File: config.mk
export PLATFORM = sky130hd
export DESIGN_NAME = io_hub
export DESIGN_NICKNAME = d
export VERILOG_FILES = /design/src/source/io_pkg.sv /design/src/source/io_hub.sv /design/src/source/io_readback.sv /design/src/source/task_table.sv /design/src/source/gpio_port.sv /design/src/source/io_bus_stage.sv
export SDC_FILE = /design/constraint.sdc
export NUM_CORES = 1
export LEC_CHECK = 0
export BUFFER_PORTS_ARGS = -buffer_cell sky130_fd_sc_hd__buf_2
export CAP_MARGIN = 20
export CORE_UTILIZATION = 49
export CTS_CLUSTER_DIAMETER = 200
export DETAILED_ROUTE_END_ITERATION = 10
export GPL_ROUTABILITY_DRIVEN = 0
export GPL_TIMING_DRIVEN = 0
export PLACE_DENSITY_LB_ADDON = 0.08
export SLEW_MARGIN = 10
export SYNTH_ARGS = -nofsm -noshare
export SYNTH_HDL_FRONTEND = slang
export SYNTH_HIERARCHICAL = 1
export SYNTH_SLANG_ARGS = --single-unit
File: constraint.sdc
create_clock -name clk -period 2.7 [get_ports clk]
set_input_delay 0.405 -clock clk [delete_from_list [all_inputs] [get_ports clk]]
set_output_delay 0.405 -clock clk [all_outputs]
set_load 0.02 [all_outputs]
File: src/source/io_pkg.sv
`default_nettype none

package io_pkg;

  // Word and port widths
  localparam int DATA_W     = 16;       // Processor data word
  localparam int PORT_W     = 8;        // GPIO and LED ports
  localparam int MISC_OUT_W = 3;        // Flash CS, MOSI, SCK
  localparam int SLOT_W     = 2;        // Four barrel slots
  localparam int N_TASKS    = 3;        // Tokens for slots 1..3 only
  localparam int KILL_W     = 4;        // One kill bit per slot

  // One-hot I/O address bits
  localparam int ADDR_PMOD       = 0;   // PMOD pins
  localparam int ADDR_PMOD_DIR   = 1;   // PMOD direction, 1 drives
  localparam int ADDR_LEDS       = 2;   // LED bank
  localparam int ADDR_MISC_OUT   = 3;   // Flash control pins
  localparam int ADDR_HDR1       = 4;   // Header 1 pins
  localparam int ADDR_HDR1_DIR   = 5;   // Header 1 direction
  localparam int ADDR_HDR2       = 6;   // Header 2 pins
  localparam int ADDR_HDR2_DIR   = 7;   // Header 2 direction
  localparam int ADDR_TASK1      = 8;   // Slot 1 token
  localparam int ADDR_TASK2      = 9;   // Slot 2 token
  localparam int ADDR_TASK3      = 10;  // Slot 3 token
  // Bits 11 and 12 are free
  localparam int ADDR_MISC_IN    = 13;  // Misc input word, read only
  localparam int ADDR_TASK_FETCH = 14;  // Per-slot fetch, write kills
  localparam int ADDR_SLOT_ID    = 15;  // Slot of the reader

  // Misc input word layout
  localparam int MISC_IN_MISO = 2;      // Flash MISO

  // Common word types
  typedef logic [DATA_W-1:0] data_t;    // Data or address word
  typedef logic [SLOT_W-1:0] slot_t;    // Slot number
  typedef logic [PORT_W-1:0] port_t;    // One GPIO port

endpackage

`default_nettype wire
File: src/source/io_hub.sv
`timescale 1ns/1ps
`default_nettype none

module io_hub (
  input  wire                            clk,
  input  wire                            resetq,
  // Processor side
  input  wire                            io_rd,
  input  wire                            io_wr,
  input  wire io_pkg::data_t             mem_addr,
  input  wire io_pkg::data_t             dout,
  input  wire io_pkg::slot_t             io_slot,
  output io_pkg::data_t                  io_din,
  output logic [io_pkg::KILL_W-1:0]      kill_slot_rq,
  // PMOD
  input  wire io_pkg::port_t             pmod_in,
  output io_pkg::port_t                  pmod_out,
  output io_pkg::port_t                  pmod_oe,
  // Header 1
  input  wire io_pkg::port_t             hdr1_in,
  output io_pkg::port_t                  hdr1_out,
  output io_pkg::port_t                  hdr1_oe,
  // Header 2
  input  wire io_pkg::port_t             hdr2_in,
  output io_pkg::port_t                  hdr2_out,
  output io_pkg::port_t                  hdr2_oe,
  // Output-only pins
  output io_pkg::port_t                  leds,
  output logic [io_pkg::MISC_OUT_W-1:0]  misc_out,     // {SCK, MOSI, CS}
  input  wire                            flash_miso
);

  // Staged bus
  logic          st_rd;
  logic          st_wr;
  io_pkg::data_t st_addr;
  io_pkg::data_t st_data;
  io_pkg::slot_t st_slot;

  // Read-back sources
  io_pkg::port_t                 pmod_rd;
  io_pkg::port_t                 pmod_dir;
  io_pkg::port_t                 hdr1_rd;
  io_pkg::port_t                 hdr1_dir;
  io_pkg::port_t                 hdr2_rd;
  io_pkg::port_t                 hdr2_dir;
  io_pkg::port_t                 leds_rd;
  logic [io_pkg::MISC_OUT_W-1:0] misc_out_rd;
  io_pkg::data_t                 task_word1;
  io_pkg::data_t                 task_word2;
  io_pkg::data_t                 task_word3;
  io_pkg::data_t                 task_fetch;

  io_bus_stage u_stage (
    .clk(clk), .resetq(resetq),
    .io_rd(io_rd), .io_wr(io_wr), .mem_addr(mem_addr), .dout(dout), .io_slot(io_slot),
    .st_addr(st_addr), .st_data(st_data), .st_slot(st_slot),
    .st_rd(st_rd), .st_wr(st_wr)
  );

  gpio_port #(
    .WIDTH(io_pkg::PORT_W), .HAS_DIR(1),
    .DATA_BIT(io_pkg::ADDR_PMOD), .DIR_BIT(io_pkg::ADDR_PMOD_DIR)
  ) u_pmod (
    .clk(clk), .resetq(resetq),
    .st_wr(st_wr), .st_addr(st_addr), .st_data(st_data),
    .pad_in(pmod_in), .pad_out(pmod_out), .pad_oe(pmod_oe),
    .rd_val(pmod_rd), .dir_val(pmod_dir)
  );

  gpio_port #(
    .WIDTH(io_pkg::PORT_W), .HAS_DIR(1),
    .DATA_BIT(io_pkg::ADDR_HDR1), .DIR_BIT(io_pkg::ADDR_HDR1_DIR)
  ) u_hdr1 (
    .clk(clk), .resetq(resetq),
    .st_wr(st_wr), .st_addr(st_addr), .st_data(st_data),
    .pad_in(hdr1_in), .pad_out(hdr1_out), .pad_oe(hdr1_oe),
    .rd_val(hdr1_rd), .dir_val(hdr1_dir)
  );

  gpio_port #(
    .WIDTH(io_pkg::PORT_W), .HAS_DIR(1),
    .DATA_BIT(io_pkg::ADDR_HDR2), .DIR_BIT(io_pkg::ADDR_HDR2_DIR)
  ) u_hdr2 (
    .clk(clk), .resetq(resetq),
    .st_wr(st_wr), .st_addr(st_addr), .st_data(st_data),
    .pad_in(hdr2_in), .pad_out(hdr2_out), .pad_oe(hdr2_oe),
    .rd_val(hdr2_rd), .dir_val(hdr2_dir)
  );

  // LEDs always drive, so they read back their own register
  gpio_port #(
    .WIDTH(io_pkg::PORT_W), .HAS_DIR(0),
    .DATA_BIT(io_pkg::ADDR_LEDS), .DIR_BIT(io_pkg::ADDR_LEDS)
  ) u_leds (
    .clk(clk), .resetq(resetq),
    .st_wr(st_wr), .st_addr(st_addr), .st_data(st_data),
    .pad_in('0), .pad_out(leds), .pad_oe(),
    .rd_val(leds_rd), .dir_val()
  );

  gpio_port #(
    .WIDTH(io_pkg::MISC_OUT_W), .HAS_DIR(0),
    .DATA_BIT(io_pkg::ADDR_MISC_OUT), .DIR_BIT(io_pkg::ADDR_MISC_OUT)
  ) u_misc (
    .clk(clk), .resetq(resetq),
    .st_wr(st_wr), .st_addr(st_addr), .st_data(st_data),
    .pad_in('0), .pad_out(misc_out), .pad_oe(),
    .rd_val(misc_out_rd), .dir_val()
  );

  task_table u_tasks (
    .clk(clk), .resetq(resetq),
    .st_rd(st_rd), .st_wr(st_wr), .st_addr(st_addr), .st_data(st_data), .st_slot(st_slot),
    .task_word1(task_word1), .task_word2(task_word2), .task_word3(task_word3),
    .task_fetch(task_fetch), .kill_slot_rq(kill_slot_rq)
  );

  io_readback u_readback (
    .st_addr(st_addr), .st_slot(st_slot),
    .pmod_rd(pmod_rd), .pmod_dir(pmod_dir),
    .leds_rd(leds_rd), .misc_out_rd(misc_out_rd),
    .hdr1_rd(hdr1_rd), .hdr1_dir(hdr1_dir),
    .hdr2_rd(hdr2_rd), .hdr2_dir(hdr2_dir),
    .flash_miso(flash_miso),
    .task_word1(task_word1), .task_word2(task_word2), .task_word3(task_word3),
    .task_fetch(task_fetch),
    .io_din(io_din)
  );

endmodule

`default_nettype wire

File: src/source/io_readback.sv
`timescale 1ns/1ps
`default_nettype none

// Read data back to the processor. Each address bit gates one source,
// and all gated sources are ORed, so a multi-hot read merges them.
module io_readback (
  input  wire io_pkg::data_t                  st_addr,
  input  wire io_pkg::slot_t                  st_slot,
  input  wire io_pkg::port_t                  pmod_rd,
  input  wire io_pkg::port_t                  pmod_dir,
  input  wire io_pkg::port_t                  leds_rd,
  input  wire [io_pkg::MISC_OUT_W-1:0]        misc_out_rd,
  input  wire io_pkg::port_t                  hdr1_rd,
  input  wire io_pkg::port_t                  hdr1_dir,
  input  wire io_pkg::port_t                  hdr2_rd,
  input  wire io_pkg::port_t                  hdr2_dir,
  input  wire                                 flash_miso,
  input  wire io_pkg::data_t                  task_word1,
  input  wire io_pkg::data_t                  task_word2,
  input  wire io_pkg::data_t                  task_word3,
  input  wire io_pkg::data_t                  task_fetch,
  output io_pkg::data_t                       io_din
);

  io_pkg::data_t misc_in;                 // Misc input word

  // Only MISO is left in the misc input word
  assign misc_in = io_pkg::data_t'(flash_miso) << io_pkg::MISC_IN_MISO;

  always_comb begin
    io_din = '0;                          // Idle cycle reads zero
    if (st_addr[io_pkg::ADDR_PMOD])       io_din |= io_pkg::data_t'(pmod_rd);
    if (st_addr[io_pkg::ADDR_PMOD_DIR])   io_din |= io_pkg::data_t'(pmod_dir);
    if (st_addr[io_pkg::ADDR_LEDS])       io_din |= io_pkg::data_t'(leds_rd);
    if (st_addr[io_pkg::ADDR_MISC_OUT])   io_din |= io_pkg::data_t'(misc_out_rd);
    if (st_addr[io_pkg::ADDR_HDR1])       io_din |= io_pkg::data_t'(hdr1_rd);
    if (st_addr[io_pkg::ADDR_HDR1_DIR])   io_din |= io_pkg::data_t'(hdr1_dir);
    if (st_addr[io_pkg::ADDR_HDR2])       io_din |= io_pkg::data_t'(hdr2_rd);
    if (st_addr[io_pkg::ADDR_HDR2_DIR])   io_din |= io_pkg::data_t'(hdr2_dir);
    // Raw tokens, run-once flag included
    if (st_addr[io_pkg::ADDR_TASK1])      io_din |= task_word1;
    if (st_addr[io_pkg::ADDR_TASK2])      io_din |= task_word2;
    if (st_addr[io_pkg::ADDR_TASK3])      io_din |= task_word3;
    if (st_addr[io_pkg::ADDR_MISC_IN])    io_din |= misc_in;
    if (st_addr[io_pkg::ADDR_TASK_FETCH]) io_din |= task_fetch;
    // Slot that issued this read
    if (st_addr[io_pkg::ADDR_SLOT_ID])    io_din |= io_pkg::data_t'(st_slot);
  end

endmodule

`default_nettype wire

File: src/source/task_table.sv
`timescale 1ns/1ps
`default_nettype none

// Execution tokens for slots 1 to 3. Slot 0 has no entry and always
// fetches zero. A token with bit 0 set is a run-once task and is wiped
// by the first fetch from its own slot.
module task_table (
  input  wire                       clk,
  input  wire                       resetq,
  input  wire                       st_rd,
  input  wire                       st_wr,
  input  wire io_pkg::data_t        st_addr,
  input  wire io_pkg::data_t        st_data,
  input  wire io_pkg::slot_t        st_slot,
  output io_pkg::data_t             task_word1,   // Raw token, slot 1
  output io_pkg::data_t             task_word2,   // Raw token, slot 2
  output io_pkg::data_t             task_word3,   // Raw token, slot 3
  output io_pkg::data_t             task_fetch,   // Token of the reading slot
  output logic [io_pkg::KILL_W-1:0] kill_slot_rq  // Bit n kills slot n
);

  io_pkg::data_t token_q [io_pkg::N_TASKS];       // Index 0 is slot 1
  logic          fetch_rd;                        // Fetch read staged

  assign fetch_rd = st_rd && st_addr[io_pkg::ADDR_TASK_FETCH];

  always_ff @(posedge clk) begin
    if (!resetq) begin
      for (int i = 0; i < io_pkg::N_TASKS; i++) begin
        token_q[i] <= '0;                         // Stops every task
      end
      kill_slot_rq <= '0;
    end else if (st_wr) begin
      // Any slot may schedule any other
      for (int i = 0; i < io_pkg::N_TASKS; i++) begin
        if (st_addr[io_pkg::ADDR_TASK1 + i])
          token_q[i] <= st_data;
      end
      // Pulse-like request, cleared by the next unrelated write
      kill_slot_rq <= st_addr[io_pkg::ADDR_TASK_FETCH] ?
                      st_data[io_pkg::KILL_W-1:0] : '0;
    end else if (fetch_rd) begin
      // Write wins over run-once clear
      for (int i = 0; i < io_pkg::N_TASKS; i++) begin
        if (st_slot == io_pkg::SLOT_W'(i + 1) && token_q[i][0])
          token_q[i] <= '0;
      end
    end
  end

  assign task_word1 = token_q[0];
  assign task_word2 = token_q[1];
  assign task_word3 = token_q[2];

  // Valid tokens are even, bit 0 is only the run-once flag
  always_comb begin
    case (st_slot)
      2'd1:    task_fetch = {token_q[0][io_pkg::DATA_W-1:1], 1'b0};
      2'd2:    task_fetch = {token_q[1][io_pkg::DATA_W-1:1], 1'b0};
      2'd3:    task_fetch = {token_q[2][io_pkg::DATA_W-1:1], 1'b0};
      default: task_fetch = '0;                   // Slot 0 runs from zero
    endcase
  end

endmodule

`default_nettype wire

File: src/source/gpio_port.sv
`timescale 1ns/1ps
`default_nettype none

module gpio_port #(
  parameter int WIDTH    = 8,             // Port width
  parameter int HAS_DIR  = 1,             // 0 for output-only ports
  parameter int DATA_BIT = 0,             // Address bit of output register
  parameter int DIR_BIT  = 1              // Address bit of direction register
) (
  input  wire                 clk,
  input  wire                 resetq,
  input  wire                 st_wr,
  input  wire io_pkg::data_t  st_addr,
  input  wire io_pkg::data_t  st_data,
  input  wire [WIDTH-1:0]     pad_in,     // Pad sampled value
  output logic [WIDTH-1:0]    pad_out,    // Pad drive value
  output logic [WIDTH-1:0]    pad_oe,     // Pad drive enable
  output logic [WIDTH-1:0]    rd_val,     // Resolved pin value
  output logic [WIDTH-1:0]    dir_val     // Direction for read-back
);

  // Output register
  always_ff @(posedge clk) begin
    if (!resetq)
      pad_out <= '0;
    else if (st_wr && st_addr[DATA_BIT])
      pad_out <= st_data[WIDTH-1:0];      // Low bits only
  end

  generate
    if (HAS_DIR != 0) begin : g_dir
      logic [WIDTH-1:0] dir_q;            // 1 drives, 0 listens

      always_ff @(posedge clk) begin
        if (!resetq)
          dir_q <= '0;                    // All pins start as inputs
        else if (st_wr && st_addr[DIR_BIT])
          dir_q <= st_data[WIDTH-1:0];
      end

      assign pad_oe  = dir_q;
      assign dir_val = dir_q;
    end else begin : g_no_dir
      assign pad_oe  = '1;                // Always driven
      assign dir_val = '0;                // No direction register
    end
  endgenerate

  // Driven pins read back their own value, inputs read the pad
  assign rd_val = (pad_oe & pad_out) | (~pad_oe & pad_in);

endmodule

`default_nettype wire

File: src/source/io_bus_stage.sv
`timescale 1ns/1ps
`default_nettype none

// The processor presents address and data for a single cycle only, so
// everything is captured here and the rest of the hub works off the
// registered copy one cycle later.
module io_bus_stage (
  input  wire                 clk,
  input  wire                 resetq,
  input  wire                 io_rd,      // Read strobe, one cycle
  input  wire                 io_wr,      // Write strobe, one cycle
  input  wire io_pkg::data_t  mem_addr,   // One-hot I/O address
  input  wire io_pkg::data_t  dout,       // Write data
  input  wire io_pkg::slot_t  io_slot,    // Slot issuing the access
  output io_pkg::data_t       st_addr,    // Zero when idle
  output io_pkg::data_t       st_data,
  output io_pkg::slot_t       st_slot,
  output logic                st_rd,
  output logic                st_wr
);

  logic access;                           // Any strobe this cycle

  assign access = io_rd | io_wr;

  always_ff @(posedge clk) begin
    if (!resetq) begin
      st_rd   <= 1'b0;
      st_wr   <= 1'b0;
      st_addr <= '0;
      st_data <= '0;
      st_slot <= '0;
    end else begin
      st_rd   <= io_rd;
      st_wr   <= io_wr;
      st_data <= dout;                    // Harmless when idle
      st_slot <= io_slot;                 // Needed for fetch and slot ID
      // Stale address bits must not select anything on an idle cycle
      st_addr <= access ? mem_addr : '0;
    end
  end

endmodule

`default_nettype wire

======== Word-level counts from Yosys, hierarchy flattened ========
Memories as Yosys holds them, arrays and structs flattened.
Cells that the tools add are included.
operators by class
  add/sub/neg operators ................... 0
  $mul .................................... 0
  div/mod/pow operators ................... 0
  $lt $le $gt $ge ......................... 0
  eq/ne operators ......................... 3
  shifts and indexed selects .............. 0
  mux-type cells .......................... 50
  bitwise gates (word level) .............. 32
  reductions and logical operators ........ 13
operators by type and width
  cell                                           count
  two-way mux 16 bit                             19
  bitwise OR 16 x 8 -> 16 bit                    6
  bitwise OR 16 bit                              4
  bitwise AND 8 bit                              6
  case mux 16 bit (3 select lines)               1
  bitwise OR 16 x 3 -> 16 bit                    2
  two-way mux 1 bit                              28
  NOT 8 bit                                      3
  bitwise OR 8 bit                               3
  bitwise OR 16 x 2 -> 16 bit                    1
  logical AND 1 bit                              12
  two-way mux 8 bit                              1
  bitwise OR 1 bit                               7
  == test 2 bit, second input constant           2
  two-way mux 4 bit                              1
  == test 2 x 1 -> 1 bit, second input constant  1
  AND reduction 2 bit                            1
word-level totals
  register bits after elaboration ......... 99
  latch bits .............................. 0
  memory bits (writable) .................. 48
  ROM bits ................................ 0
  bits of input ports ..................... 63
  output and inout bits ................... 79
  logic and storage cells ................. 113
  memories kept ........................... 1
memory list
  name             depth  width  rd ports  clocked after Yosys merged registers in  wr ports  line              source
  u_tasks.token_q  3      16     3         0                                        3         task_table.sv:22  io_pkg::data_t token_q [io_pkg::N_TASKS];

======== Depth between registers and ports, before layout ========
  depth in word-level cells ............... 30
  depth in mapped cells ................... 7
  gate-level depth less buffers ........... 5

======== Cells and area by module ========
Netlist, hierarchy kept.
modules (own cells, without submodules)
  module                  instances  cells each  area each (sq um)  seq. area each (sq um)
  gpio_port (u_hdr1 ...)  3          91          860.8              320.3
  task_table              1          132         2,184.6            1,521.5
  io_bus_stage            1          79          1,064.8            720.7
  io_readback             1          94          684.4              0.0
  gpio_port (u_leds)      1          64          546.8              160.2
  gpio_port (u_misc)      1          24          200.2              60.1
  io_hub                  1          1           3.8                0.0

======== Least setup slack after synthesis ========
Ideal clock, no wire load.
  path type ............................... reg-to-reg
  from .................................... register u_stage.st_slot[1]
  to ...................................... memory u_tasks/token_q[0][0] (netlist bit), enable pin
  setup time .............................. 0.416 ns
  data arrival time ....................... 2.039 ns
  required time ........................... 2.284 ns
  setup slack ............................. 0.245 ns
  cell stages (with the launch flop) ...... 5
  path buffers ............................ 2
  period minus slack after synthesis ...... 2.455 ns
  cells stage by stage .................... dfxtp_1 -> buf_6 -> buf_12 -> nand3b_1 -> o311ai_1
RTL lines
  element                   line                source
  start: declaration        io_bus_stage.sv:17  output io_pkg::slot_t st_slot,
  start signal: assignment  io_bus_stage.sv:37  st_slot <= io_slot;
  end: declaration          task_table.sv:22

======== Worst setup path after layout ========
  from .................................... register u_pmod.g_dir.dir_q[1], in the netlist u_pmod/dir_val[1]
  to ...................................... output port io_din[1]
on the way
  longest elaborated chain between the ends .. 30
  elaborated cells between the ends (all ways) .. 31
  those cells by class .................... 14 x mux; 17 x bitwise
ends and longest elaborated chain
  element                      line               source
  start: declaration           gpio_port.sv:32    logic [WIDTH-1:0] dir_q;
  start signal: assignment     gpio_port.sv:38    dir_q <= st_data[WIDTH-1:0];
  NOT 8 bit                    gpio_port.sv:50    assign rd_val = (pad_oe & pad_out) | (~pad_oe & pad_in);
  bitwise AND 8 bit            gpio_port.sv:50
  bitwise OR 8 bit (*)         gpio_port.sv:50
  named net pmod_rd[1]         io_hub.sv:41       io_pkg::port_t pmod_rd;
  two-way mux 8 bit (*)        io_readback.sv:32  if (st_addr[io_pkg::ADDR_PMOD]) io_din |= io_pkg::data_t'(pmod_rd);
  bitwise OR 16 x 8 -> 16 bit  io_readback.sv:33  if (st_addr[io_pkg::ADDR_PMOD_DIR]) io_din |= io_pkg::data_t'(pmod_dir);
  two-way mux 16 bit (*)       io_readback.sv:33
  bitwise OR 16 x 8 -> 16 bit  io_readback.sv:34  if (st_addr[io_pkg::ADDR_LEDS]) io_din |= io_pkg::data_t'(leds_rd);
  [... 15 more ...]            -
  bitwise OR 16 bit            io_readback.sv:43  if (st_addr[io_pkg::ADDR_TASK3]) io_din |= task_word3;
  two-way mux 16 bit (*)       io_readback.sv:43
  bitwise OR 16 x 3 -> 16 bit  io_readback.sv:44  if (st_addr[io_pkg::ADDR_MISC_IN]) io_din |= misc_in;
  two-way mux 16 bit (*)       io_readback.sv:44
  bitwise OR 16 bit            io_readback.sv:45  if (st_addr[io_pkg::ADDR_TASK_FETCH]) io_din |= task_fetch;
  two-way mux 16 bit (*)       io_readback.sv:45
  bitwise OR 16 x 2 -> 16 bit  io_readback.sv:47  if (st_addr[io_pkg::ADDR_SLOT_ID]) io_din |= io_pkg::data_t'(st_slot);
  two-way mux 16 bit (*)       io_readback.sv:47
  end: declaration             io_hub.sv:13       output io_pkg::data_t io_din,
Mark *: on every way through the listed nets, which the timed path passes. The rest lies on a longest branch.

==> parameters.txt <==
Parameter                              Value

Timing
  Maximum achievable frequency ... 377 MHz
  Endpoints failing setup ... 0
  Final Slew Violations ... 0
  Hold violation total from the final report ... 0
  Remaining max-slew budget at the tightest pin ... 43.6%
  Worst setup slack after layout ... 0.0449 ns
  Fin crit share ... 98.3%
  Transition at the pin with the smallest max-transition slack ... 0.846 ns
  RSZ-0062 raised after global routing ... false
  Minimum clock period after layout ... 2.66 ns
  Worst setup skew after layout ... 0.0139 ns

CTS
  Total number of H-tree levels ... 4
  CTS Hold Bufs ... 0
  Worst-skew pair later-pin latency ... 0.43 ns
  CTS tree ... built
  Clock sink total ... 145
  Clock Tree Root ... sky130_fd_sc_hd__clkbuf_16
  Bufs on Longest Clock Path ... 2
  Clk slew on worst S/H paths ... 0.06 ns
  Number of clock buffers inserted by TritonCTS ... 17

Drt
  WL/cell ... 20.4 um
  Post-DR vias/cell ... 5.79
  Pre-Repair DR Iteration Count ... 5
  Drt total wl ... 20300 um
  DRC violations left ... 0
  Number of DRC markers in iteration 0 ... 600
  Remaining antenna violation count ... 0
  Vias ... 5739

Placement
  Total instance count after detailed placement ... 957
  Count of port buffers added during placement ... 137
  Hpwl dp ... 14500 um
  Pre-CTS setup slack ... 0.385 ns

Die
  Chip width ... 122 um
  Starting Density ... 50.4%
  Vertical die dimension ... 122 um
  IO Count ... 142
  Placeable core region ... 13900 um2
  Total die area ... 14800 um2
  Std-Cell Rows ... 43

Cells and area
  Most frequent standard cell in the layout excluding fill and tap cells ... sky130_fd_sc_hd__buf_2
  Total Nets Final ... 862
  Post-Layout Cell Count ... 992
  Highest-count cells in the layout ignoring fill and taps ... sky130_fd_sc_hd__buf_2, sky130_fd_sc_hd__dfxtp_1, sky130_fd_sc_hd__nand2_1, sky130_fd_sc_hd__nand4_1, sky130_fd_sc_hd__o21ai_2
  Layout area overhead ... 22.9%
  Layout Utilization ... 62.0%
  Number of diodes added for antenna fixing ... 0
  Share of layout cells above drive strength 1 ... 46.7%

Worst setup path
  Family with the most delay on the worst path ... compound AO/OA/AOI/OAI gates
  Reg-to-Reg End ... u_tasks/token_q[0][45]$_DFFE_PP_
  Worst reg-to-reg setup slack ... 0.35 ns
  Critical path endpoint category ... output pin
  Number of buffer and inverter instances along the worst setup path ... 1
  Cells traversed along the worst timing path ... mux2_2, a22o_1, a221oi_1, nand3_1, buf_2
  WP data required ... 2.30 ns
  Delay of the slowest cell on the worst path ... 0.40 ns
  Arrival time of data at the critical path endpoint ... 2.25 ns
  Count of cells along the worst register-to-register path ... 4
  Launch point of the worst path ... u_pmod/dir_val[1]$_SDFFE_PN0P_
  Kind of launch point of the worst setup path ... flop
  Cell at the slowest stage of the critical path ... sky130_fd_sc_hd__a221oi_1
  Start of the worst register-to-register path ... u_stage/st_wr$_SDFF_PN0_
  Worst setup path class ... flop to output pin
  Crit Path Max Fanout ... 4

Synthesis
  Area of the mapped netlist ... 7020 um2
  Number of instances in the synthesized netlist ... 636
  Synth Net Count ... 699
  Synth warnings ... 6
  Mean post-synth cell area ... 11.0 um2

Global route
  Wire length of the first global-routing pass ... 29700 um
  Global-route total usage across every layer ... 27.8%
  Initial antenna violation count ... 0
  Via count of the first global-routing pass ... 5356
  Pin count of the biggest net entering global routing ... 40
  Final global-route overflow total ... 0

Hold path
  Capture endpoint of the worst hold path ... u_stage/st_data[3]$_SDFF_PN0_
  Worst hold path class ... input pin to flop
  Cell count of the worst hold path ... 2
  Origin of the worst min-delay path ... dout[3]

Flow run
  Number of max-capacitance violations reported ... 0

Power
  Post-route total power ... 5.25 mW
  Maximum vdd ir drop ... 494 uV
  Power per cell area ... 608 nW/um2
  Cell leakage power ... 3.79 nW

Status
  Result of the run ... completed
[report_power, final]
group / switching (mW) / internal [mW] / total, mW
logic: 0.309 / 0.231 / 0.541
registers: 0.0817 / 2.33 / 2.41
clock network: 0.942 / 1.36 / 2.30
total: 1.33 / 3.91 / 5.25
[sequential cells by signal (all words and copies together) (netlist names)]
register,count
u_stage/st_data,16
u_misc/pad_out,3
u_hdr1/dir_val,8
u_tasks/token_q,48
u_leds/pad_out,8
u_pmod/pad_out,8
u_stage/st_slot,2
u_stage/st_addr,14
u_tasks/kill_slot_rq,4
u_hdr1/pad_out,8
u_hdr2/pad_out,8
u_stage/st_rd,1
u_stage/st_wr,1
u_pmod/dir_val,8
u_hdr2/dir_val,8
[worst max-delay path by stage]
stage / slack [ns] / endpoint / cells past startpoint
final: 0.04 / io_din[1] / 5
after global routing: 0.02 / io_din[7] / 8
after detailed placement: 0.39 / u_tasks/token_q[0][44]$_DFFE_PP_ / 4
after global placement: -0.74 / u_tasks/token_q[0][12]$_DFFE_PP_ / 2
after CTS: 0.007 / io_din[2] / 7
after floorplan: 0.25 / u_tasks/token_q[0][0]$_DFFE_PP_ / 4
[per-layer routing]
metal  vias to the layer above  global-route usage (%)  wire length, um
li1                       2669                       -                -
met1                      2752                    34.5             8410
met2                       280                    45.7             9670
met3                        38                    5.71             1460
met4                         0                    14.3              728
met5                         -                       0                0
[per-stage QoR]
step                      TNS, ns  hold WS [ns]  area (um2)
final                           0         0.180        8630
after global routing            0         0.177        8630
after CTS                       0         0.172        8600
after detailed placement        0         0.461        8010
after global placement     -22.62         0.457        7930
after floorplan                 0         0.470        7020
[cell type report]
type                    instances  area (um2)
flip-flops and latches        145        3390
clock inverters                13         125
plain buffers                  97         737
multi-input cells             393        2940
clock buffers                  19         464
repair buffers                144         753
fillers                      1158        5300
well taps                     180         225
inverters                       1        3.75
[what timing repair did]
| action | in CTS | in global routing |
|---|---|---|
| setup endpoints to repair | 0 | 4 |
| endpoints found under the hold margin | 0 | 0 |
| gates resized for setup | 0 | 5 |
| setup buffers | 0 | 3 |
Power figures use the tool's default switching activity.
